## config.mk

```make
export PLATFORM = sky130hd
export DESIGN_NAME = write_sequencer
export DESIGN_NICKNAME = d
export VERILOG_FILES = /design/src/verilog/undo_pkg.sv /design/src/verilog/write_sequencer.sv
export SDC_FILE = /design/constraint.sdc
export NUM_CORES = 1
export LEC_CHECK = 0
export BUFFER_PORTS_ARGS = -buffer_cell sky130_fd_sc_hd__buf_4
export CORE_AREA = 2 2 71 73
export CTS_CLUSTER_SIZE = 28
export DETAILED_ROUTE_END_ITERATION = 12
export DIE_AREA = 0 0 73 75
export GPL_ROUTABILITY_DRIVEN = 0
export HOLD_SLACK_MARGIN = 0.15
export PLACE_DENSITY = 0.79
export SLEW_MARGIN = 20
export SYNTH_ARGS = -nofsm -noshare
export SYNTH_HDL_FRONTEND = slang
export SYNTH_SLANG_ARGS = --single-unit
```

## constraint.sdc

```tcl
create_clock -name clk -period 4.4 [get_ports clk]
set_input_delay 0.22 -clock clk [delete_from_list [all_inputs] [get_ports clk]]
set_output_delay 0.22 -clock clk [all_outputs]
set_load 0.01 [all_outputs]
```

## src/verilog/undo_pkg.sv

```systemverilog
package undo_pkg;

   // ##############################
   // sizes
   // ##############################
   localparam int n_cores          = 4;
   localparam int n_contexts       = 4;
   localparam int log_slots        = 16;
   localparam int entries_per_slot = 8;
   localparam int addr_w           = 32;
   localparam int data_w           = 32;
   localparam int store_words      = log_slots * entries_per_slot;  // 128

   // ##############################
   // types
   // ##############################
   typedef logic [$clog2(log_slots)-1:0]        slot_t;
   typedef logic [$clog2(entries_per_slot)-1:0] entry_id_t;
   typedef logic [$clog2(entries_per_slot):0]   entry_count_t;  // 1..8
   typedef logic [$clog2(n_cores)-1:0]          core_sel_t;
   typedef logic [$clog2(n_contexts)-1:0]       ctx_id_t;       // also the write id
   typedef logic [addr_w-1:0]                   log_addr_t;
   typedef logic [data_w-1:0]                   log_data_t;

   // lowest set bit of a request vector
   // cores and contexts are both four wide, so one encoder serves both
   function automatic core_sel_t lowest_bit(input logic [n_cores-1:0] vec);
      core_sel_t idx;
      idx = '0;
      for (int i = n_cores - 1; i >= 0; i--) begin
         if (vec[i]) begin
            idx = core_sel_t'(i);
         end
      end
      return idx;
   endfunction

endpackage

```

## src/verilog/write_sequencer.sv

```systemverilog
`timescale 1ns/1ns

module write_sequencer (
   input  logic                                               clk,
   input  logic                                               rstn,
   // contexts
   input  logic                   [undo_pkg::n_contexts-1:0]  pending,
   input  undo_pkg::slot_t        [undo_pkg::n_contexts-1:0]  ctx_slot,
   input  undo_pkg::entry_count_t [undo_pkg::n_contexts-1:0]  ctx_count,
   output logic                   [undo_pkg::n_contexts-1:0]  finish,
   // store read port
   output undo_pkg::slot_t                                    rd_slot,
   output undo_pkg::entry_id_t                                rd_id,
   input  undo_pkg::log_addr_t                                rd_addr,
   input  undo_pkg::log_data_t                                rd_data,
   // memory write port
   output logic                                               mem_wvalid,
   output undo_pkg::log_addr_t                                mem_waddr,
   output undo_pkg::log_data_t                                mem_wdata,
   output undo_pkg::ctx_id_t                                  mem_wid,
   input  logic                                               mem_wready
);

   typedef enum logic [1:0] {
      seq_idle,
      seq_read,
      seq_write
   } seq_state_t;

   seq_state_t          state;
   undo_pkg::ctx_id_t   cur_ctx;
   undo_pkg::entry_id_t cur_id;
   logic                last_entry;
   logic                wr_accept;

   assign last_entry = (undo_pkg::entry_count_t'(cur_id) + undo_pkg::entry_count_t'(1))
                       == ctx_count[cur_ctx];
   assign wr_accept  = (state == seq_write) && mem_wready;

   // ##############################
   // entry walk
   // ##############################
   always_ff @(posedge clk) begin
      if (!rstn) begin
         state   <= seq_idle;
         cur_ctx <= '0;
         cur_id  <= '0;
      end else begin
         case (state)
            seq_idle: begin
               if (|pending) begin
                  cur_ctx <= undo_pkg::ctx_id_t'(undo_pkg::lowest_bit(pending));
                  cur_id  <= '0;
                  state   <= seq_read;
               end
            end
            seq_read: state <= seq_write;  // store read lands here
            seq_write: begin
               if (mem_wready) begin
                  if (last_entry) begin
                     state <= seq_idle;
                  end else begin
                     cur_id <= cur_id + undo_pkg::entry_id_t'(1);
                     state  <= seq_read;
                  end
               end
            end
            default: state <= seq_idle;
         endcase
      end
   end

   // read address stays put during write, so the payload holds
   assign rd_slot = ctx_slot[cur_ctx];
   assign rd_id   = cur_id;

   assign mem_wvalid = (state == seq_write);
   assign mem_waddr  = rd_addr;
   assign mem_wdata  = rd_data;
   assign mem_wid    = cur_ctx;

   always_comb begin
      finish = '0;
      if (wr_accept && last_entry) begin
         finish[cur_ctx] = 1'b1;
      end
   end

endmodule

```

==> metrics.cfg <==
[floorplanning]
coreArea_mm2 = 0.004661
rows = 25
die_area_mm2 = 0.005475
io-pin-count = 181
die_x_um = 73
chipHeight_um = 75
start_util = 0.2609

[placement]
placedCellCount = 177
numPortBuffers = 52
hpwl_mm = 2.485

[detailed_routing]
routed_wl_mm = 2.904
vias = 842
antenna_left = 0
drtIter0Drc = 20
firstDrtPassIters = 4
routed_via_density = 4.652
drt-wirelength-per-cell_um = 16.04
route.detailed.drc = 0

[clock_tree]
root_buffer = clkbuf_8
tritoncts = built
cts_setup_buffers = 0
cts_hold_buffers = 0
cts_max_path_buffers = 2
clk_pin_slew_ns = 0.04
post_cts_resize_count = 0
cts_buffers = 3
htree_levels = 1
insertion_delay_ns = 0.22
cts_sinks = 7

[worst_setup_path]
cp-end-kind = primary output
cp-start-kind = flip-flop
critPathMaxFanout = 13
crit_arrival_ns = 2.67
cp.required_ns = 4.18
critPathKind = reg -> out

[finish]
nets = 232
layout-drive-gt1-share = 0.4961
finalNonFillerCells = 181
area_growth_pct = 0.2059
n_antenna_cell = 0

[timing]
slew_viol_final = 0
setup_viol = 0
period_share = 0.6566
skew_ns = 0.0006909
fin_crit_ns = 2.889
rsz0062_at_grt = no
setup_tns_ns = 0
fmax_mhz = 346.2
hold_viol_final = 0
relSlewSlack = 0.5536
worst_pin_slew_ns = 0.6687

[power_and_ir_drop]
powerDensity_mw_per_mm2 = 233.4
share_seq_of_total_power = 0.290
irDropWorstVdd_mv = 0.08512
clockPowerShare = 0.304
p_sw_mw = 0.08527
p_leak_nw = 0.5147
switching_share = 0.2998
power.internal_mw = 0.1992
combPwrFrac = 0.406

[global_route]
antenna_found_initial = 0
grt_pass1_vias = 867
grt_pass1_wl_mm = 4.471
track_usage = 0.1087
grt_overflow = 0
grt_max_degree = 14

[hold_path]
hp-class = in -> reg

[logic_synthesis]
syn_avg_cell_area_um2 = 8.813
synth-seq-area-share = 0.1152
synth_area_leaders = buf_4, mux4_1, dfxtp_1
ys_seq_elements = 7
yosys.cell_types.count = 33
yosys_warnings = 0
synth_area_mm2 = 0.001216
netlist_instances = 138
yosysTopAreaCell = buf_4
synth.top_cell.area_share = 0.3951
synth_fp_nets = 242

[status]
status = completed

[flow_run]
drv_cap = 0

-- metrics by stage --
step | setup slack (ns) | hold slack [ns] | total power [mW] | util | area [um2]
6_report | 1.511 | 0.2773 | 0.2845 | 0.2615 | 1219
5_1_grt | 1.282 | 0.2768 | 0.3045 | 0.2615 | 1219
4_1_cts | 1.518 | 0.2760 | 0.2887 | 0.2615 | 1219
3_5_place_dp | 1.763 | 0.4401 | 0.1998 | 0.2518 | 1174
3_3_place_gp | 1.858 | 0.4401 | 0.1969 | 0.2518 | 1174
2_1_floorplan | 2.202 | 0.4056 | 0.2083 | - | 1216
-- cells by family after synthesis --
family / count (synthesis) / share of synthesized area
AOI/OAI and AO/OA: 14 / 0.08644
buffers and inverters: 70 / 0.4208
and+or+nand+nor: 32 / 0.1430
muxes: 10 / 0.1831
xor gates and xnor gates: 4 / 0.04115
DFF: 7 / 0.1152
adders and majority gates: 1 / 0.01029
-- power groups by stage --
stage	logic [mW]	registers (mW)	clock network [mW]
6_report	0.116	0.0824	0.0866
5_1_grt	0.125	0.0840	0.0956
4_1_cts	0.116	0.0826	0.0898
3_5_place_dp	0.116	0.0835	0
3_3_place_gp	0.114	0.0828	0
2_1_floorplan	0.133	0.0754	0
-- path summary, 6_finish.rpt --
| path | startpoint | endpoint | slack [ns] | cells past startpoint |
|---|---|---|---|---|
| setup / recovery | mem_wid[0]$_SDFFE_PN0P_ | finish[2] | 1.51 | 6 |
| hold reg to reg | rd_id[1]$_SDFFE_PN0P_ | rd_id[1]$_SDFFE_PN0P_ | 0.52 | 2 |
| setup reg to reg | mem_wid[0]$_SDFFE_PN0P_ | rd_id[1]$_SDFFE_PN0P_ | 1.90 | 5 |
| hold / removal | rstn | mem_wid[0]$_SDFFE_PN0P_ | 0.28 | 3 |
-- cell type report --
cell class	instances	area, um2
fill	505	3442
sequential	7	140.1
timing repair buffer	52	390.4
tap	54	67.56
multi-input combinational	61	564.3
inverter	3	11.26
clock buffer	4	45.04
-- flip-flops by register name, indices dropped and copies added (netlist names) --
signal,count
mem_wid,2
rd_id,3
state,2
-- cell usage in the layout (no fill, tap or decap), types with 2 or more instances in the layout --
master,count
nor4_1,3
nand2b_1,5
mux4_2,2
buf_4,52
dfxtp_1,7
nor2b_1,2
nor2_1,4
clkbuf_8,3
inv_1,3
o21ai_0,6
nor3_1,3
mux2i_1,2
xnor2_2,2
mux4_1,6
nand2_1,5
nor2_2,2
a21oi_1,2
nand3_1,4
-- routing by layer --
layer	GRT usage	routed length, um
met1	0.1221	1152
met2	0.1562	1246
met3	0.07229	416
met4	0.05761	90
met5	0	0
-- cell usage after synthesis --
cell type	count
a211oi_1	1
a21boi_0	1
a21oi_1	2
a221oi_4	1
and2_1	1
and2_2	1
buf_1	1
buf_2	1
buf_4	64
buf_6	1
dfxtp_1	7
ha_1	1
inv_1	3
mux2i_1	2
mux4_1	6
mux4_2	2
nand2_1	5
nand2b_1	5
nand3_1	4
nor2_1	4
nor2_2	2
nor2b_1	2
nor3_1	3
nor3b_1	1
nor4_1	3
nor4b_1	1
o2111ai_1	1
o21a_1	1
o21ai_0	6
o31ai_1	1
xnor2_1	1
xnor2_2	2
xor2_1	1
-- worst max-delay path, stage by stage, from the launching register on --
cell	delay [ns]
dfxtp_1	0.74
mux4_1	0.68
xnor2_1	0.28
and2_2	0.26
o21ai_0	0.11
nor4_1	0.20
buf_4	0.17
(Power assumes the default switching activity.)
