[src/verilog/undo_pkg.sv]
package undo_pkg;

   // ##############################
   // sizes
   // ##############################
   localparam int n_cores          = 4;
   localparam int n_contexts       = 4;
   localparam int log_slots        = 16;
   localparam int entries_per_slot = 8;
   localparam int addr_w           = 32;
   localparam int data_w           = 32;
   localparam int store_words      = log_slots * entries_per_slot;  // 128

   // ##############################
   // types
   // ##############################
   typedef logic [$clog2(log_slots)-1:0]        slot_t;
   typedef logic [$clog2(entries_per_slot)-1:0] entry_id_t;
   typedef logic [$clog2(entries_per_slot):0]   entry_count_t;  // 1..8
   typedef logic [$clog2(n_cores)-1:0]          core_sel_t;
   typedef logic [$clog2(n_contexts)-1:0]       ctx_id_t;       // also the write id
   typedef logic [addr_w-1:0]                   log_addr_t;
   typedef logic [data_w-1:0]                   log_data_t;

   // lowest set bit of a request vector
   // cores and contexts are both four wide, so one encoder serves both
   function automatic core_sel_t lowest_bit(input logic [n_cores-1:0] vec);
      core_sel_t idx;
      idx = '0;
      for (int i = n_cores - 1; i >= 0; i--) begin
         if (vec[i]) begin
            idx = core_sel_t'(i);
         end
      end
      return idx;
   endfunction

endpackage

[src/verilog/log_arbiter.sv]
`timescale 1ns/1ns

module log_arbiter (
   input  logic                                          clk,
   input  logic                                          rstn,
   input  logic               [undo_pkg::n_cores-1:0]    log_valid,
   input  undo_pkg::entry_id_t [undo_pkg::n_cores-1:0]   log_id,
   input  undo_pkg::log_addr_t [undo_pkg::n_cores-1:0]   log_addr,
   input  undo_pkg::log_data_t [undo_pkg::n_cores-1:0]   log_data,
   input  undo_pkg::slot_t    [undo_pkg::n_cores-1:0]    log_slot,
   output logic               [undo_pkg::n_cores-1:0]    log_ready,
   output logic                                          sel_valid,
   output undo_pkg::slot_t                               sel_slot,
   output undo_pkg::entry_id_t                           sel_id,
   output undo_pkg::log_addr_t                           sel_addr,
   output undo_pkg::log_data_t                           sel_data
);

   undo_pkg::core_sel_t sel_core;

   // ##############################
   // fixed priority, core 0 first
   // ##############################
   assign sel_core  = undo_pkg::lowest_bit(log_valid);
   assign sel_valid = |log_valid;

   assign sel_slot = log_slot[sel_core];
   assign sel_id   = log_id[sel_core];
   assign sel_addr = log_addr[sel_core];
   assign sel_data = log_data[sel_core];

   // store always takes the entry, so ready follows the grant
   always_comb begin
      log_ready = '0;
      if (sel_valid) begin
         log_ready[sel_core] = 1'b1;
      end
   end

endmodule

[config.mk]
export PLATFORM = sky130hd
export DESIGN_NAME = log_arbiter
export DESIGN_NICKNAME = d
export VERILOG_FILES = /design/src/verilog/undo_pkg.sv /design/src/verilog/log_arbiter.sv
export SDC_FILE = /design/constraint.sdc
export NUM_CORES = 1
export LEC_CHECK = 0
export BUFFER_PORTS_ARGS = -buffer_cell sky130_fd_sc_hd__buf_4
export CORE_AREA = 3 3 141 143
export DETAILED_ROUTE_END_ITERATION = 6
export DIE_AREA = 0 0 144 146
export PLACE_DENSITY = 0.4
export RECOVER_POWER = 50
export SETUP_SLACK_MARGIN = 0.15
export SLEW_MARGIN = 25
export SYNTH_ARGS = -nofsm -noshare
export SYNTH_HDL_FRONTEND = slang
export SYNTH_SLANG_ARGS = --single-unit
[constraint.sdc]
create_clock -name vclk -period 2.4
set_input_delay 0.24 -clock vclk [all_inputs]
set_output_delay 0.24 -clock vclk [all_outputs]
set_load 0.01 [all_outputs]
==> run metrics, run 1 <==
CLK BUF 0; Final Non-Filler Cells 833; # diodes 0; YS warnings 0; Leak Pwr 2.26 nW; Peak Freq 494 MHz; mapped cell area 2200 sq um; gr usage total 14.0%; worst slew pin tran 0.603 ns; max-slew violation count 0; via count 4023; min Tclk post-route 2.02 ns; FILL cells 2100; Peak supply drop 0.0699 mV; vias in the first global route 4204; fin nets 891; core area 18700 sq um; DR vias/cell 4.83; crit path DAT 1.78 ns; hold depth 3; Buffers on Ports 364; drt wl/cell 19.8 um; Tcrit/Tclk final 84.3%; top cell type's share of synthesized area 31.9%; routed wire length 16500 um; DRT Pass-1 Iters 4; post-CTS sizing 0; status complete, no violations; Total Power 0.00100 W; Initial Util 11.8%; Endpoint, Worst Hold sel_addr[22]; Util after Layout 26.6%; final setup vio count 0; gpl congestion 0.785; Post-CTS Setup Inserts 0; violation count after the first detailed-route iteration 268; Antenna Violating Nets Remaining 0; cts hold-fix bufs 0; crit path kind in2out; drc violations 0; Critical Path Fanout Max 26; die area 21000 sq um; most frequent cells after synthesis a221o_1, a32o_1, nand2b_1, clkbuf_1, buf_2; initial antenna violation count 0; number of sequential cells 0; Synth Instances 271; Final Hold Vio Count 0; Area Growth Syn to Fin 126%; Hold WS 0.777 ns; slew margin rel. 59.8%; Setup TNS 0 ns; max capacitance violation total 0; min-delay src log_addr[22]; Chip Height 146 um; post-synth net total 561; Hold Crit Class in2out; Post-Place Cells 833; Yosys top cell by area a221o_1; Overflow after GRT 0; Chip Width 144 um; global-route wire length before repair 23900 um; Power per Cell Area 201 nW/um^2; Ports 366; Synth Area per Inst 8.11 sq um; RSZ-0062 raised after global routing no; Worst Setup SP log_valid[2]; fraction of layout cells with a size suffix above 1 57.6%; Synth area leaders a221o_1, a32o_1, nand2b_1, buf_6, clkbuf_1; Worst Setup Start Kind input port; DP Wirelength 13000 um; Seq/Total Area, Yosys 0%; Reg area 0 sq um; Yosys cell types 17; # rows 50; largest net degree at the start of global routing 71; crit end category primary output; WP data required 2.16 ns
==> per-layer routing <==
metal  wire length [um]  track usage [%]  vias to the layer above
li1                   -                -                     1855
met1               6080             16.2                     1926
met2               8840             27.1                      226
met3               1330             2.10                       16
met4                220             1.79                        0
met5                  0                0                        -
==> how the worst max path moves through the flow <==
stage	endpoint	slack (ns)	cells after the start
global placement	sel_addr[27]	0.55	6
CTS	sel_slot[3]	0.54	6
global route	sel_data[30]	0.28	6
detailed placement	sel_slot[3]	0.55	6
floorplan	sel_addr[16]	0.92	5
finish	sel_data[30]	0.38	6
==> cells in the final DEF, fill, tap and decap left out, drive strengths merged <==
cell type and instances:
nor4b 1, nand2b 70, nor2 1, buf 343
a221o 70, or4 1, nor3b 1, a31oi 1
a221oi 1, nor2b 4, inv 1, o31ai 1
clkbuf 33, a32o 70, o32ai 1
==> kinds of logic after synthesis <==
family	after synthesis	share of synthesized area [%]
AO/OA/AOI/OAI	144	65.4
AND/OR/NAND/NOR	78	22.3
buffers and inverters	49	12.3
==> where the power goes <==
part | switching (W) | internal [W] | total (W)
Clock | 0 | 0 | 0
Sequential | 0 | 0 | 0
Combinational | 0.000406 | 0.000596 | 0.00100
==> critical path, cell delays in order <==
cell and delay, ns:
buf_4 0.18, clkbuf_2 0.40, nor2b_1 0.27, a221oi_1 0.36
o32ai_1 0.13, buf_4 0.18
==> through the flow <==
step	setup WS [ns]	instance area, sq um
6_report	0.377	4980
3_5_place_dp	0.548	5110
4_1_cts	0.538	5110
5_1_grt	0.276	4980
2_1_floorplan	0.925	2200
3_3_place_gp	0.549	5110
==> final cells by class <==
cell class / instances / area (sq um) / share of cell area (%)
multi-input cells: 222 / 1930 / 38.8
repair buffers: 376 / 2750 / 55.3
inverters: 1 / 3.75 / 0.0754
well taps: 234 / 293 / 5.88
Power figures use the tool's default switching activity.
==> inputs of run 2 (changes only) <==
--- a/config.mk
+++ b/config.mk
@@ -6,9 +6,9 @@
 export NUM_CORES = 1
 export LEC_CHECK = 0
 export BUFFER_PORTS_ARGS = -buffer_cell sky130_fd_sc_hd__buf_4
-export CORE_AREA = 3 3 141 143
+export CORE_AREA = 3 3 140 142
 export DETAILED_ROUTE_END_ITERATION = 6
-export DIE_AREA = 0 0 144 146
+export DIE_AREA = 0 0 143 145
 export PLACE_DENSITY = 0.4
 export RECOVER_POWER = 50
 export SETUP_SLACK_MARGIN = 0.15
==> constraint.sdc (replaced) <==
create_clock -name vclk -period 2.05
set_input_delay 0.205 -clock vclk [all_inputs]
set_output_delay 0.205 -clock vclk [all_outputs]
set_load 0.01 [all_outputs]
==> run metrics, run 2 (synthesis gave the netlist of run 1 again) <==
FILL cells 2095 (-0.24%); CLK BUF 0 (unchanged); Setup TNS 0 ns (unchanged); WP data required 1.85 ns (-0.31 ns); Final Hold Vio Count 0 (unchanged); die area 20700 sq um (-1.4%); max capacitance violation total 0 (unchanged); CP max stage cell o31ai_4; drc violations 0 (unchanged); # rows 50 (unchanged); cell class contributing the biggest share of worst-path delay buffers and inverters; post-CTS sizing 0 (unchanged); Area Growth Syn to Fin 131%; number of sequential cells 0 (unchanged); status complete, no violations; Leak Pwr 2.30 nW (+1.9%); crit path DAT 1.61 ns (-0.17 ns); Tcrit/Tclk final 88.6%; DP Wirelength 13100 um (+1.2%); Initial Util 11.8% (+0.079 points); cts hold-fix bufs 0 (unchanged); max-slew violation count 0 (unchanged); Util after Layout 27.4% (+0.74 points); min Tclk post-route 1.82 ns; Chip Width 143 um (-0.69%); routed wire length 17000 um (+3.1%); Overflow after GRT 0 (unchanged); Worst Setup Start Kind input port; slew margin rel. 46.6% (-13 points); DR vias/cell 4.83 (about the same); via count 4046 (+0.57%); hold depth 3 (unchanged); vias in the first global route 3961 (-5.8%); fin nets 896 (+0.56%); Ports 366 (unchanged); CP max stage delay 0.39 ns (about the same); commonest cells after routing, fill and taps aside buf_4, a221o_1, nand2b_1, a32o_1, clkbuf_1; Hold WS 0.703 ns (-0.0735 ns); Hold Crit Class in2out; worst slew pin tran 0.797 ns (+0.195 ns); drt wl/cell 20.3 um (+2.4%); largest net degree at the start of global routing 77 (+8.5%); crit end category primary output; Reg area 0 sq um (unchanged); final setup vio count 0 (unchanged); Top Usage Layer GRT met2; # diodes 0 (unchanged); fraction of layout cells with a size suffix above 1 58.3% (+0.68 points); Critical Path Fanout Max 76 (+190%); crit-path most repeated cell buf_12; Peak supply drop 0.0658 mV (-5.8%); Crit path depth 6 (unchanged); GR Util met3 1.62% (-0.49 points); crit path cell chain buf_4 -> buf_12 -> o31ai_4 -> buf_12 -> a32o_1 -> clkbuf_1; core area 18600 sq um (-0.67%); Chip Height 145 um (-0.68%); Post-CTS Setup Inserts 3 (+3); Antenna Violating Nets Remaining 0 (unchanged); crit path kind in2out; met2 usage 26.8% (-0.31 points); Buffers on Ports 364 (unchanged); multi-input logic area 1950 sq um (+1.2%); met1 GRT Util 17.8% (+1.6 points); RSZ-0062 raised after global routing no; gr usage total 14.3% (+0.37 points); global-route wire length before repair 24000 um (+0.46%); Peak Freq 551 MHz; gpl congestion 0.814 (+3.7%); Power per Cell Area 237 nW/um^2 (+18%); violation count after the first detailed-route iteration 226 (-16%); CP Buf/Inv Count 4 (+1); most common cell after layout, fill and taps aside buf_4; initial antenna violation count 0 (unchanged); DRT Pass-1 Iters 5 (+1)
run 2: changes by cell type in the layout (fill, tap and decap cells not counted), sizes merged:
cell | previous run | this run
buf | 343 | 348
clkbuf | 33 | 32
nor2b | 4 | 5
run 2: per-layer routing:
metal | share of wire, % | vias up
met3 | 7.0 | 18
met1 | 39 | 1950
met2 | 53 | 211
li1 | - | 1867
met4 | 1.6 | 0
met5 | 0 | -
run 2: final timing paths:
path                      from           end  slack, ns
setup / recovery  log_valid[2]   sel_addr[1]       0.23
hold / removal    log_addr[28]  sel_addr[28]       0.70
run 2: area by class of cell:
class | instances | share of cell area [%]
multi-input cells | 223 | 38.4
repair buffers | 380 | 55.7
well taps | 234 | 5.76
inverters | 1 | 0.0739
run 2: report_power, final:
group,internal (W),switching [W],total (W)
combinational,0.000719,0.000484,0.00120
clock,0,0,0
sequential,0,0,0
total,0.000719,0.000484,0.00120
run 2: stage by stage:
stage	setup slack [ns]	area [sq um]	std cells	power [W]
2_1_floorplan	0.645	2200	271	0.000495
3_3_place_gp	-0.0132	5170	834	0.00124
3_5_place_dp	-0.0602	5170	834	0.00125
4_1_cts	0.239	5200	838	0.00126
5_1_grt	0.183	5080	838	0.00129
6_report	0.234	5080	838	0.00120
==> inputs of run 3 (changes only) <==
--- a/config.mk
+++ b/config.mk
@@ -6,10 +6,12 @@
 export NUM_CORES = 1
 export LEC_CHECK = 0
 export BUFFER_PORTS_ARGS = -buffer_cell sky130_fd_sc_hd__buf_4
-export CORE_AREA = 3 3 140 142
+export CELL_PAD_IN_SITES_DETAIL_PLACEMENT = 0
+export CELL_PAD_IN_SITES_GLOBAL_PLACEMENT = 1
+export CORE_AREA = 2 2 143 145
 export DETAILED_ROUTE_END_ITERATION = 6
-export DIE_AREA = 0 0 143 145
-export PLACE_DENSITY = 0.4
+export DIE_AREA = 0 0 145 147
+export PLACE_DENSITY = 0.58
 export RECOVER_POWER = 50
 export SETUP_SLACK_MARGIN = 0.15
 export SLEW_MARGIN = 25
==> run metrics, run 3 (synthesis gave the netlist of run 1 again) <==
Antenna Violating Nets Remaining 0 (unchanged); met2 usage 24.4% (-2.4 points); Peak Freq 547 MHz (-0.67%); DP Wirelength 12400 um (-5.3%); final setup vio count 0 (unchanged); vias in the first global route 4275 (+7.9%); Worst Setup SP log_valid[2]; commonest cells after routing, fill and taps aside buf_4, a221o_1, nand2b_1, a32o_1, clkbuf_1; Total Power 0.00119 W (-1.5%); Ports 366 (unchanged); fraction of layout cells with a size suffix above 1 57.7% (-0.54 points); Initial Util 11.1% (-0.75 points); Setup TNS 0 ns (unchanged); crit end category primary output; Combinational Power Share 100.0% (about the same); core area 19800 sq um (+6.8%); Final Non-Filler Cells 871 (+3.9%); die area 21300 sq um (+2.8%); violation count after the first detailed-route iteration 212 (-6.2%); drc violations 0 (unchanged); Leak Pwr 2.26 nW (-1.6%); RSZ-0062 raised after global routing no; min Tclk post-route 1.83 ns (+0.0122 ns); Post-CTS Setup Inserts 0 (-3); Final Hold Vio Count 0 (unchanged); # diodes 0 (unchanged); crit path cell chain clkbuf_2 -> buf_4 -> a221o_1 -> a32o_1 -> clkbuf_1; drt wl/cell 17.8 um (-12%); gpl congestion 0.889 (+9.2%); Clock power frac 0% (unchanged); Post-Place Cells 871 (+4.4%); Hold WS 0.707 ns (+0.00435 ns); DRT Pass-1 Iters 5 (unchanged); Area Growth Syn to Fin 130%; Tcrit/Tclk final 89.2% (+0.60 points); cts hold-fix bufs 0 (unchanged); max capacitance violation total 0 (unchanged); slew margin rel. 58.5% (+12 points); CP max stage cell buf_4; via count 4073 (+0.67%); switching share of power 40.7% (+0.45 points); Chip Width 145 um (+1.4%); Hold Crit Class in2out; Top Usage Layer GRT met2; gr usage total 13.0% (-1.3 points); Reg area 0 sq um (unchanged); Overflow after GRT 0 (unchanged); most common cell after layout, fill and taps aside buf_4; Seq pwr share 0% (unchanged); largest net degree at the start of global routing 71 (-7.8%); routed wire length 15500 um (-8.6%); crit path DAT 1.62 ns (about the same); Critical Path Fanout Max 52 (-32%); GR Util met3 2.30% (+0.68 points); WP data required 1.85 ns (about the same); global-route wire length before repair 23200 um (-3.5%); Power per Cell Area 235 nW/um^2 (-0.96%); crit path to sel_data[16]; status complete, no violations; Sw Pwr 0.000482 W (-0.42%); met1 GRT Util 15.7% (-2.1 points); fin nets 893 (-0.33%); Peak supply drop 0.0603 mV (-8.4%); initial antenna violation count 0 (unchanged); Chip Height 147 um (+1.4%); worst slew pin tran 0.622 ns (-0.175 ns); number of sequential cells 0 (unchanged); Pint 0.000703 W (-2.3%); DR vias/cell 4.68 (-3.1%); max-slew violation count 0 (unchanged); CLK BUF 0 (unchanged); post-CTS sizing 0 (unchanged); CP max stage delay 0.55 ns (+0.16 ns); crit path kind in2out; # rows 52 (+4.0%); Worst Setup Start Kind input port; Buffers on Ports 364 (unchanged)
-- run 3: cell count changes in the layout (fill, tap and decap cells not counted) --
cell,before,now
buf_12,8,5
clkbuf_1,32,34
clkbuf_2,0,2
nor2b_2,1,0
buf_4,340,337
-- run 3: worst min path at each step --
stage / startpoint / end / slack (ns) / cells after the start
floorplan: log_valid[0] / log_ready[1] / 0.46 / 1
global placement: log_valid[0] / log_ready[0] / 0.67 / 2
detailed placement: log_valid[0] / log_ready[0] / 0.68 / 2
CTS: log_valid[0] / log_ready[0] / 0.68 / 2
global route: log_addr[6] / sel_addr[6] / 0.72 / 3
finish: log_addr[24] / sel_addr[24] / 0.71 / 3
-- run 3: layout make-up --
class,instances,area [sq um]
fillers,2197,14800
inverters,1,3.75
multi-input cells,222,1940
well taps,270,338
repair buffers,378,2770
-- run 3: routing by layer --
| metal | up-vias | part of all wire, % |
|---|---|---|
| li1 | 1859 | - |
| met1 | 1959 | 38 |
| met3 | 22 | 7.3 |
| met5 | - | 0 |
| met2 | 233 | 52 |
| met4 | 0 | 2.0 |
-- run 3: per-stage QoR --
stage	instance area [sq um]	utilization, %	worst slack, ns
2_1_floorplan	2200	-	0.645
3_3_place_gp	5190	26.1	0.278
3_5_place_dp	5190	26.1	0.297
4_1_cts	5190	26.1	0.293
5_1_grt	5050	25.5	0.121
6_report	5050	25.5	0.222
-- run 3: power groups by stage --
stage | Clock, W | Combinational (W) | Sequential [W]
global placement | 0 | 0.00123 | 0
global route | 0 | 0.00127 | 0
finish | 0 | 0.00119 | 0
floorplan | 0 | 0.000495 | 0
CTS | 0 | 0.00125 | 0
detailed placement | 0 | 0.00124 | 0
-- run 3: worst max-delay path: cells and delay by family --
family | cells | cell delay (ns)
AOI/OAI and AO/OA | 2 | 0.43
buffers and inverters | 3 | 0.95
