===== src/verilog/undo_pkg.sv =====
package undo_pkg;

   // ##############################
   // sizes
   // ##############################
   localparam int n_cores          = 4;
   localparam int n_contexts       = 4;
   localparam int log_slots        = 16;
   localparam int entries_per_slot = 8;
   localparam int addr_w           = 32;
   localparam int data_w           = 32;
   localparam int store_words      = log_slots * entries_per_slot;  // 128

   // ##############################
   // types
   // ##############################
   typedef logic [$clog2(log_slots)-1:0]        slot_t;
   typedef logic [$clog2(entries_per_slot)-1:0] entry_id_t;
   typedef logic [$clog2(entries_per_slot):0]   entry_count_t;  // 1..8
   typedef logic [$clog2(n_cores)-1:0]          core_sel_t;
   typedef logic [$clog2(n_contexts)-1:0]       ctx_id_t;       // also the write id
   typedef logic [addr_w-1:0]                   log_addr_t;
   typedef logic [data_w-1:0]                   log_data_t;

   // lowest set bit of a request vector
   // cores and contexts are both four wide, so one encoder serves both
   function automatic core_sel_t lowest_bit(input logic [n_cores-1:0] vec);
      core_sel_t idx;
      idx = '0;
      for (int i = n_cores - 1; i >= 0; i--) begin
         if (vec[i]) begin
            idx = core_sel_t'(i);
         end
      end
      return idx;
   endfunction

endpackage


===== src/verilog/restore_context.sv =====
`timescale 1ns/1ns

module restore_context #(
   parameter int ctx_index = 0
) (
   input  logic                   clk,
   input  logic                   rstn,
   // from the dispatcher
   input  logic                   start,
   input  undo_pkg::slot_t        start_slot,
   input  undo_pkg::entry_count_t start_count,
   // to the write sequencer
   output logic                   pending,
   output undo_pkg::slot_t        ctx_slot,
   output undo_pkg::entry_count_t ctx_count,
   output logic                   ctx_free,
   input  logic                   finish,
   // write acknowledges
   input  logic                   mem_bvalid,
   input  undo_pkg::ctx_id_t      mem_bid,
   // done report
   output logic                   done_valid,
   output undo_pkg::slot_t        done_slot,
   input  logic                   done_ready
);

   typedef enum logic [1:0] {
      ctx_idle,
      ctx_writing,
      ctx_wait_ack,
      ctx_done
   } ctx_state_t;

   ctx_state_t             state;
   undo_pkg::entry_count_t acks_left;
   logic                   ack_hit;

   assign ack_hit = mem_bvalid && (mem_bid == undo_pkg::ctx_id_t'(ctx_index));

   // ##############################
   // restore FSM
   // ##############################
   always_ff @(posedge clk) begin
      if (!rstn) begin
         state <= ctx_idle;
      end else begin
         case (state)
            ctx_idle:     if (start) state <= ctx_writing;
            ctx_writing:  if (finish) state <= ctx_wait_ack;
            ctx_wait_ack: if (acks_left == '0) state <= ctx_done;
            ctx_done:     if (done_ready) state <= ctx_idle;
            default:      state <= ctx_idle;
         endcase
      end
   end

   always_ff @(posedge clk) begin
      if (start && state == ctx_idle) begin
         ctx_slot  <= start_slot;
         ctx_count <= start_count;
         acks_left <= start_count;  // one ack per entry written
      end else if (ack_hit) begin
         acks_left <= acks_left - undo_pkg::entry_count_t'(1);
      end
   end

   assign pending    = (state == ctx_writing);
   assign ctx_free   = (state == ctx_idle);
   assign done_valid = (state == ctx_done);
   assign done_slot  = ctx_slot;

endmodule


===== config.mk =====
export PLATFORM = sky130hd
export DESIGN_NAME = restore_context
export DESIGN_NICKNAME = d
export VERILOG_FILES = /design/src/verilog/undo_pkg.sv /design/src/verilog/restore_context.sv
export SDC_FILE = /design/constraint.sdc
export NUM_CORES = 1
export LEC_CHECK = 0
export ABC_AREA = 1
export BUFFER_PORTS_ARGS = -buffer_cell sky130_fd_sc_hd__buf_2
export CAP_MARGIN = 5
export CORE_MARGIN = 2
export CORE_UTILIZATION = 35
export CTS_CLUSTER_DIAMETER = 40
export DETAILED_ROUTE_END_ITERATION = 16
export MAX_ROUTING_LAYER = met4
export SYNTH_ARGS = -nofsm -noshare
export SYNTH_HDL_FRONTEND = slang
export SYNTH_SLANG_ARGS = --single-unit

===== constraint.sdc =====
create_clock -name clk -period 2 [get_ports clk]
set_input_delay 0.3 -clock clk [delete_from_list [all_inputs] [get_ports clk]]
set_output_delay 0.3 -clock clk [all_outputs]
set_load 0.03 [all_outputs]

==> metrics.txt, run 1 <==
max-cap violations 0; initial antenna violation count 0; Unique masters post-synth 17; Worst Path Required 1700 ps; skew final between 5 and 6 ps; DP HPWL 852 µm; sw frac 0.427; largest family of logic cells by synthesized area simple AND/OR/NAND/NOR gates; endpoints failing setup 0; Cell Area, Synth between 600 and 700 µm²; setup bufs post-CTS 0; post-cts resize count 0; CTS Root Cell clkbuf_4; TritonCTS clock tree yes; io pins 31; Final Cell Area ~860 µm²; Reg power frac 0.403; RSZ-0062 raised after global routing false; setup tns final 0 ps; DR DRC count 0; largest cells by area after synthesis edfxtp_1, ha_1, nand2_1, dfxtp_1, buf_4; R2R cell count 5; first-pass GRT wire length 1670 µm; Worst-Margin Slew about 270 ps; Critical Path AT 1180 ps; Synth Instances 65; drt wl/cell 9.03 µm; Placer Congestion about 0.7; leakage 0.411 nW; clock-pin slew on the worst setup and hold paths approximately 70 ps; Post-Syn Area per Cell about 11 µm²; Port Buffer Count 30; mux cell area share after synthesis 0; status finished, final reports clean; Area growth syn-to-layout 26.0%; ANT cells 0; count leader, synth nand2_1; share of the synthesized area in the top cell type 0.527; top cells by count, synth nand2_1, edfxtp_1, inv_1, nor2_1, ha_1; Post-Synth XOR/XNOR Area 0.0256; Seq/Total Area, Yosys 0.585; Simple-Gate Fraction of Synth Area 0.161; ANT nets after route 0; total power approximately 0.0012 W; via-per-instance ratio approximately 4.4; Chip Height just under 50 µm; DR iter-0 viols 14; Post-Route WL around 1100 µm; min cycle time layout between 1000 and 1500 ps; CTS Sinks 14; share of cells above drive strength 1 0.400; Period Utilization, post-route 0.740; Hold-fix buffers, CTS 0; Post-DP Area about 840 µm²; Adder-Cell Fraction of Synth Area 0.0914; Core ar. roughly 1800 µm²; syn_nets 86; synthesized flop and latch total 14; relative slew slack 0.823; Fin. Hold Viols 0; proportion of power drawn by combinational gates 0.470; Yosys warning total 0; dpl ws 647 ps; Crit. End Element output pin; Int Power between 0.0007 and 0.0008 W; number of synthesized flops with an enable pin 12; Critical Path Fanout Max 4; DIE AREA 2330 µm²; Clock power frac 0.127; gr ovfl total 0; complex-gate fraction of the synthesized area 0.0439; Worst Hold Path Cells 1; fraction of registers with async set/reset 0; CTS max path bufs 2; Worst setup SP type flip-flop; min-delay worst type in -> reg; Crit Path Category reg -> out; total CTS buffers 3; GRT Total Usage 0.114; row cnt 15; Psw roughly 0.00052 W; vias post-DR approximately 520; power density of the placed cells roughly 1400 nW/µm²; Slew Viols, Final 0; drt pass-1 iters 4; pin count of the biggest net entering global routing 17; number of global-route vias before repair around 440; Layout Nets about 120; final worst slack between 500 and 600 ps; Chip Width between 40 and 50 µm; Post-synth top flop edfxtp_1; H-tree Lvls 1; VDD IR-drop max 0.000599 V; Yosys top cell by area edfxtp_1; initial core utilization 0.384; clock latency on the worst-skew pair 270 ps; Peak Freq 0.676 GHz
## final cells by class
type / instances / area [µm²]
Clock buffer: 3 / 22.5
Clock inverter: 1 / 3.75
Fill cell: 164 / 921
Inverter: 9 / 33.8
Multi-Input combinational cell: 38 / 220
Sequential cell: 14 / 400
Tap cell: 25 / 31.3
Timing Repair Buffer: 30 / 150
## flip-flops by register name, summed over array words and instances, names as in the netlist
signal	cells
state	2
acks_left	4
ctx_count	4
ctx_slot	4
## per-layer routing
layer,vias up,wire length [µm],track usage
met1,216,509,0.134
met2,36,419,0.153
li1,266,-,-
met3,4,123,0.0370
met4,0,31,0.0973
met5,-,0,-
## power groups by stage
stage	sequential, W	clock [W]	combinational [W]
floorplan	0.000554	0	0.000415
global placement	0.000500	0	0.000580
detailed placement	0.000502	0	0.000581
global route	0.000510	0.000179	0.000652
finish	0.000496	0.000156	0.000578
CTS	0.000497	0.000164	0.000584
## through the flow
step | hold slack [ps] | cells | utilization
2_1_floorplan | 399 | 65 | -
3_3_place_gp | 484 | 116 | 0.469
3_5_place_dp | 479 | 116 | 0.469
4_1_cts | 193 | 120 | 0.484
5_1_grt | 181 | 120 | 0.484
6_report | 203 | 120 | 0.484
## final timing paths
check | start | to | slack [ps]
worst min-delay path | start_slot[1] | ctx_slot[1] | 200
worst max-delay path | state[0] | ctx_free | 520
worst min register to register | state[1] | state[1] | 550
worst max register to register | state[0] | acks_left[2] | 640
## critical path: stages (launching register included)
cell and delay (ps):
dfxtp_1 390, inv_1 80, ha_1 240, buf_2 190
## cells by family (layout without fill, tap and decap cells)
group	Yosys count	after routing
buf+inv	13	43
flops	14	14
fa+ha+maj	5	5
compound gates	6	6
xor+xnor	2	2
simple gates	25	25
## cells in the final DEF (no fill, tap or decap), drive strengths merged
cell and count:
buf 30, nand2 16, edfxtp 12, inv 9
nor2 8, ha 5, o21ai 4, clkbuf 3
a21oi 2, dfxtp 2, xnor2 1, xor2 1
nand3 1, clkinv 1
(Power assumes the default switching activity.)
==> run 2, diff against run 1 <==
--- a/config.mk
+++ b/config.mk
@@ -5,7 +5,7 @@
 export SDC_FILE = /design/constraint.sdc
 export NUM_CORES = 1
 export LEC_CHECK = 0
-export ABC_AREA = 1
+export ABC_AREA = 0
 export BUFFER_PORTS_ARGS = -buffer_cell sky130_fd_sc_hd__buf_2
 export CAP_MARGIN = 5
 export CORE_MARGIN = 2
@@ -13,6 +13,7 @@
 export CTS_CLUSTER_DIAMETER = 40
 export DETAILED_ROUTE_END_ITERATION = 16
 export MAX_ROUTING_LAYER = met4
+export PLACE_DENSITY = 0.65
 export SYNTH_ARGS = -nofsm -noshare
 export SYNTH_HDL_FRONTEND = slang
 export SYNTH_SLANG_ARGS = --single-unit
==> constraint.sdc (replaced) <==
create_clock -name clk -period 1.3 [get_ports clk]
set_input_delay 0.195 -clock clk [delete_from_list [all_inputs] [get_ports clk]]
set_output_delay 0.195 -clock clk [all_outputs]
set_load 0.03 [all_outputs]
==> run 2 against run 1 <==
Net effect: the run now ends with negative setup slack left; critical endpoint is now state[1]; sequential share of layout area shrank 2.9 points; highest routed layer unchanged; cell count shrank 4.2%; critical path type is now reg -> reg; clock power is 94% higher; via count is 5.4% lower; combinational power grew 85%; clock skew grew 5.0 ps; clock-buffer cell count increased by 1; non-clock buffer count grew 7; first-iteration DRC count shrank 79%; flip-flop and latch count unchanged; area after synthesis down 4.0%.
==> metrics.txt, run 2 <==
endpoints failing setup 4 (+4); largest registers acks_left x4, ctx_count x4, ctx_slot x4; Critical Path Fanout Max 2 (-2); Worst Path Required 1470 ps (-230 ps); number of global-route vias before repair 441 (+1.1%); DP HPWL 954 µm (+12%); WHS 89.5 ps (-113 ps); VDD IR-drop max 0.000986 V (+65%); clock-pin slew on the worst setup and hold paths 90 ps (+20 ps); Period Utilization, post-route 1.23; leakage 0.427 nW (+3.9%); Peak Freq between 0.6 and 0.7 GHz; relative slew slack 0.810 (-0.0130); CP Cell Sequence inv_1 > ha_1 > or3b_1 > a2111o_1 > mux2i_1; Post-synth top flop edfxtp_1; ANT nets after route 0 (unchanged); CTS Sinks 14 (unchanged); vias post-DR 494 (-5.4%); setup tns final -687 ps (-687 ps); DR DRC count 0 (unchanged); Crit. End Element flip-flop; pin count of the biggest net entering global routing 11 (-6); commonest cells after routing, fill and taps aside buf_2, edfxtp_1, buf_4; H-tree Lvls 1 (unchanged); Chip Width 47.3 µm (-1.9%); largest cells by area after synthesis edfxtp_1, ha_1, dfxtp_1, buf_4, a21oi_1; Area growth syn-to-layout 40.6%; drt pass-1 iters 4 (unchanged); Yosys top cell by area edfxtp_1; Crit Path Category reg -> reg; DR iter-0 viols 3 (-11); initial core utilization 0.376 (-0.00752); fraction of registers with async set/reset 0 (unchanged); Chip Height 47.3 µm (-1.9%); gr ovfl total 0 (unchanged); Post-Route WL 1170 µm (+7.9%); via-per-instance ratio 4.30 (-1.2%); TritonCTS clock tree yes; RSZ-0062 raised after global routing true; Cell Area, Synth 657 µm² (-4.0%); Seq/Total Area, Yosys 0.610 (+0.0245); row cnt 15 (unchanged); dpl ws -284 ps (-931 ps); commonest non-fill, non-tap cell in the layout buf_2; Layout Nets 112 (-4.3%); failing checks negative setup slack; final worst slack -293 ps (-813 ps); skew final 10.6 ps (+5.05 ps); number of synthesized flops with an enable pin 12 (unchanged); Final Cell Area 923 µm² (+7.1%); clock latency on the worst-skew pair 270 ps (about the same); first-pass GRT wire length 1730 µm (+3.4%); status finished, violations left; Placer Congestion 0.710 (+3.1%); ANT cells 0 (unchanged); CTS Root Cell clkbuf_4; initial antenna violation count 0 (unchanged); Slew Viols, Final 0 (unchanged); Worst path slowest cell edfxtp_1; power density of the placed cells 2320 nW/µm² (+62%); share of the synthesized area in the top cell type 0.549 (+0.0221); count leader, synth edfxtp_1; worst stage delay on the critical path 400 ps (about the same); min cycle time layout roughly 1600 ps; syn_nets 74 (-14%); Core ar. 1750 µm² (-2.1%); Fin. Hold Viols 0 (unchanged); delay-heaviest family, CP flip-flops; Worst setup SP type flip-flop; Hold-fix buffers, CTS 0 (unchanged); io pins 31 (unchanged); setup bufs post-CTS 0 (unchanged); Worst-Margin Slew 282 ps (+16.2 ps); synthesized flop and latch total 14 (unchanged); max-cap violations 0 (unchanged); Post-DP Area 876 µm² (+4.8%); DIE AREA 2240 µm² (-3.7%); Synth Instances 53 (-18%); Post-Syn Area per Cell 12.4 µm² (+18%); Yosys warning total 0 (unchanged); min-delay worst type in -> reg; Unique masters post-synth 16 (-1); CTS max path bufs 2 (unchanged); drt wl/cell 10.2 µm (+13%); total CTS buffers 3 (unchanged); Port Buffer Count 30 (unchanged); share of cells above drive strength 1 0.533 (+0.133); Critical Path AT 1770 ps (+590 ps); WP buf/inv 1 (-1); GRT Total Usage 0.119 (+0.00543)
-- run 2: cell types whose count changed after synthesis, sizes merged, moves of 2 or more --
cell,delta
a21oi,+3
inv,-4
nand2,-11
nor2,-3
nor2b,+2
o21ai,-4
-- run 2: what timing repair did --
| action | CTS | global route |
|---|---|---|
| resized for setup | 1 | 4 |
| pin swaps | 1 | 0 |
| endpoints found under the setup margin | 8 | 17 |
-- run 2: metal layers --
metal	vias up	routed length, µm	GRT usage
met5	-	0	-
met4	0	6	0.0667
met3	2	71	0.0346
met2	17	596	0.200
met1	222	495	0.123
li1	253	-	-
-- run 2: final cells by class --
type | instances | area, µm²
flip-flops and latches | 14 | 402
repair buffers | 37 | 203
inverters | 5 | 21.3
well taps | 25 | 31.3
multi-input cells | 30 | 230
clock buffers | 4 | 36.3
fillers | 148 | 822
-- run 2: per-stage QoR --
| stage | std cells | total power, W | utilization |
|---|---|---|---|
| 2_1_floorplan | 53 | 0.00151 | - |
| 4_1_cts | 115 | 0.00212 | 0.523 |
| 6_report | 115 | 0.00214 | 0.529 |
| 5_1_grt | 115 | 0.00228 | 0.529 |
| 3_5_place_dp | 111 | 0.00181 | 0.502 |
| 3_3_place_gp | 111 | 0.00179 | 0.502 |
-- run 2: logic make-up (layout without fill, tap and decap cells) --
kind of cell / Yosys count / count (layout) / synth area share
AND/OR/NAND/NOR: 15 / 15 / 0.110
flip-flops: 14 / 14 / 0.610
buffers and inverters: 9 / 46 / 0.0743
AO/OA/AOI/OAI: 7 / 7 / 0.0686
adder cells (fa/ha/maj): 5 / 5 / 0.0952
XOR/XNOR: 2 / 2 / 0.0267
multiplexers: 1 / 1 / 0.0152
-- run 2: report_power, final --
group          internal, W  switching [W]  leakage, nW
registers         0.000695      0.0000759        0.131
clock network     0.000170       0.000132       0.0210
logic             0.000448       0.000618        0.274
total              0.00131       0.000826        0.427
-- run 2: final timing paths --
kind,startpoint,end,slack (ps),cells past startpoint
max reg2reg,acks_left[0],state[1],-290,5
min,start_slot[0],ctx_slot[0],90,1
max,acks_left[0],state[1],-290,5
min reg2reg,state[0],state[0],640,3
==> run 3, diff against run 2 <==
==> constraint.sdc (replaced) <==
create_clock -name clk -period 1.3 [get_ports clk]
set_input_delay 0.065 -clock clk [delete_from_list [all_inputs] [get_ports clk]]
set_output_delay 0.065 -clock clk [all_outputs]
set_load 0.03 [all_outputs]
==> run 3 against run 2 <==
Net effect: the flow still finishes with violations (negative setup slack); cell count up 7.0%; final area up 9.5%; clock-buffer cell count unchanged; non-clock buffer count up 8; global-route usage up 0.65 points; register-to-register slack about the same; largest power group unchanged.
==> metrics.txt, run 3 (same netlist as run 2, synthesis figures left out) <==
status finished, violations left; failing checks negative setup slack; Peak Freq 0.628 GHz (about the same); GRT Total Usage 0.126 (+0.00653); relative slew slack 0.810 (about the same); TritonCTS clock tree yes; Worst Path Required 1470 ps (about the same); endpoints failing setup 2 (-2); Worst path slowest cell edfxtp_1; final-layout fill cell count 142 (-4.1%); GR Util met1 0.127 (+0.00481); Post-DP Area 876 µm² (unchanged); share of cells above drive strength 1 0.490 (-0.0435); DP HPWL 954 µm (unchanged); Slew Viols, Final 0 (unchanged); CTS Root Cell clkbuf_4; min-delay worst type in -> reg; global route hottest layer met2; Chip Width 47.3 µm (unchanged); initial core utilization 0.376 (unchanged); WP buf/inv 1 (unchanged); first-pass GRT wire length 1820 µm (+5.6%); ANT cells 0 (unchanged); largest registers acks_left x4, ctx_count x4, ctx_slot x4; Period Utilization, post-route 1.22 (about the same); CTS max path bufs 2 (unchanged); final worst slack -292 ps (+1.26 ps); WHS 34.0 ps (-55.5 ps); worst stage delay on the critical path 400 ps (about the same); Crit Path Category reg -> reg; commonest cells after routing, fill and taps aside buf_2, edfxtp_1, dlygate4sd3_1; DIE AREA 2240 µm² (unchanged); RSZ-0062 raised after global routing true; clock latency on the worst-skew pair 270 ps (about the same); Area growth syn-to-layout 53.9%; Placer Congestion 0.710 (unchanged); via-per-instance ratio 4.31 (+0.31%); CP Cell Sequence inv_1 > ha_1 > or3b_1 > a2111o_1 > mux2i_1; leakage 0.461 nW (+8.1%); total CTS buffers 3 (unchanged); row cnt 15 (unchanged); Crit. End Element flip-flop; Chip Height 47.3 µm (unchanged); Layout Nets 120 (+7.1%); Critical Path Fanout Max 2 (unchanged); max-cap violations 0 (unchanged); min cycle time layout 1590 ps (-1.26 ps); Fin. Hold Viols 0 (unchanged); skew final 7.42 ps (-3.14 ps); Worst setup SP type flip-flop; H-tree Lvls 1 (unchanged); area of the multi-input gates 235 µm² (+2.2%); Storage cell area 402 µm² (unchanged); clock-pin slew on the worst setup and hold paths 90 ps (about the same); pin count of the biggest net entering global routing 11 (unchanged); gr ovfl total 0 (unchanged); power density of the placed cells 2140 nW/µm² (-7.7%); GR Layer Usage met2 0.216 (+0.0162); initial antenna violation count 0 (unchanged); Core ar. 1750 µm² (unchanged); Post-Route WL 1220 µm (+4.3%); DR DRC count 0 (unchanged); io pins 31 (unchanged); drt wl/cell 9.92 µm (-2.5%); number of global-route vias before repair 479 (+8.6%); CTS Sinks 14 (unchanged); Final Cell Area 1010 µm² (+9.5%); vias post-DR 530 (+7.3%); setup tns final -546 ps (+140 ps); Port Buffer Count 30 (unchanged); DR iter-0 viols 0 (-3); VDD IR-drop max 0.000982 V (-0.38%); commonest non-fill, non-tap cell in the layout buf_2; drt pass-1 iters 1 (-3); total power 0.00216 W (+1.0%); FF-to-FF setup slack -290 ps (about the same); Worst-Margin Slew 281 ps (-0.834 ps); Critical Path AT 1760 ps (about the same); delay-heaviest family, CP flip-flops; M3 GR Usage 0.0346 (unchanged); ANT nets after route 0 (unchanged)
==> run 3: metrics by stage <==
stage                util  setup slack, ps  cells
floorplan               -             -261     53
global placement    0.502             -250    111
detailed placement  0.502             -284    111
CTS                 0.569             -297    123
global route        0.579             -346    123
finish              0.579             -292    123
==> run 3: power breakdown <==
part | switching, W | internal, W
clock network | 0.000131 | 0.000170
registers | 0.0000739 | 0.000694
logic | 0.000624 | 0.000467
==> run 3: repair_timing <==
action / 4_1_cts / 5_1_grt
cloned: 0 / 0
setup endpoints to repair: 7 / 16
resized for setup: 1 / 6
buffers inserted: 0 / 0
hold buffers: 8 / 0
endpoints found under the hold margin: 8 / 0
pin swaps: 1 / 0
==> run 3: cell type report <==
| cell class | count | area share |
|---|---|---|
| clock buffer | 4 | 0.0359 |
| inverter | 5 | 0.0235 |
| multi-input combinational | 30 | 0.233 |
| sequential | 14 | 0.397 |
| tap | 25 | 0.0309 |
| timing repair buffer | 45 | 0.280 |
==> run 3: path summary, 6_finish.rpt <==
kind | endpoint | startpoint | cells past startpoint
max | state[1] | acks_left[0] | 5
max reg2reg | state[1] | acks_left[0] | 5
min | state[0] | rstn | 3
min reg2reg | state[1] | state[1] | 3
==> run 3: layer usage <==
| layer | vias to the layer above | share of wire |
|---|---|---|
| met1 | 241 | 0.40 |
| met3 | 2 | 0.053 |
| met5 | - | 0 |
| li1 | 268 | - |
| met4 | 0 | 0.0049 |
| met2 | 19 | 0.54 |
==> run 3: worst reg2reg max path, stage by stage (launching register included) <==
cell	delay, ps
edfxtp_1	400
inv_1	70
ha_1	150
or3b_1	350
a2111o_1	400
mux2i_1	130
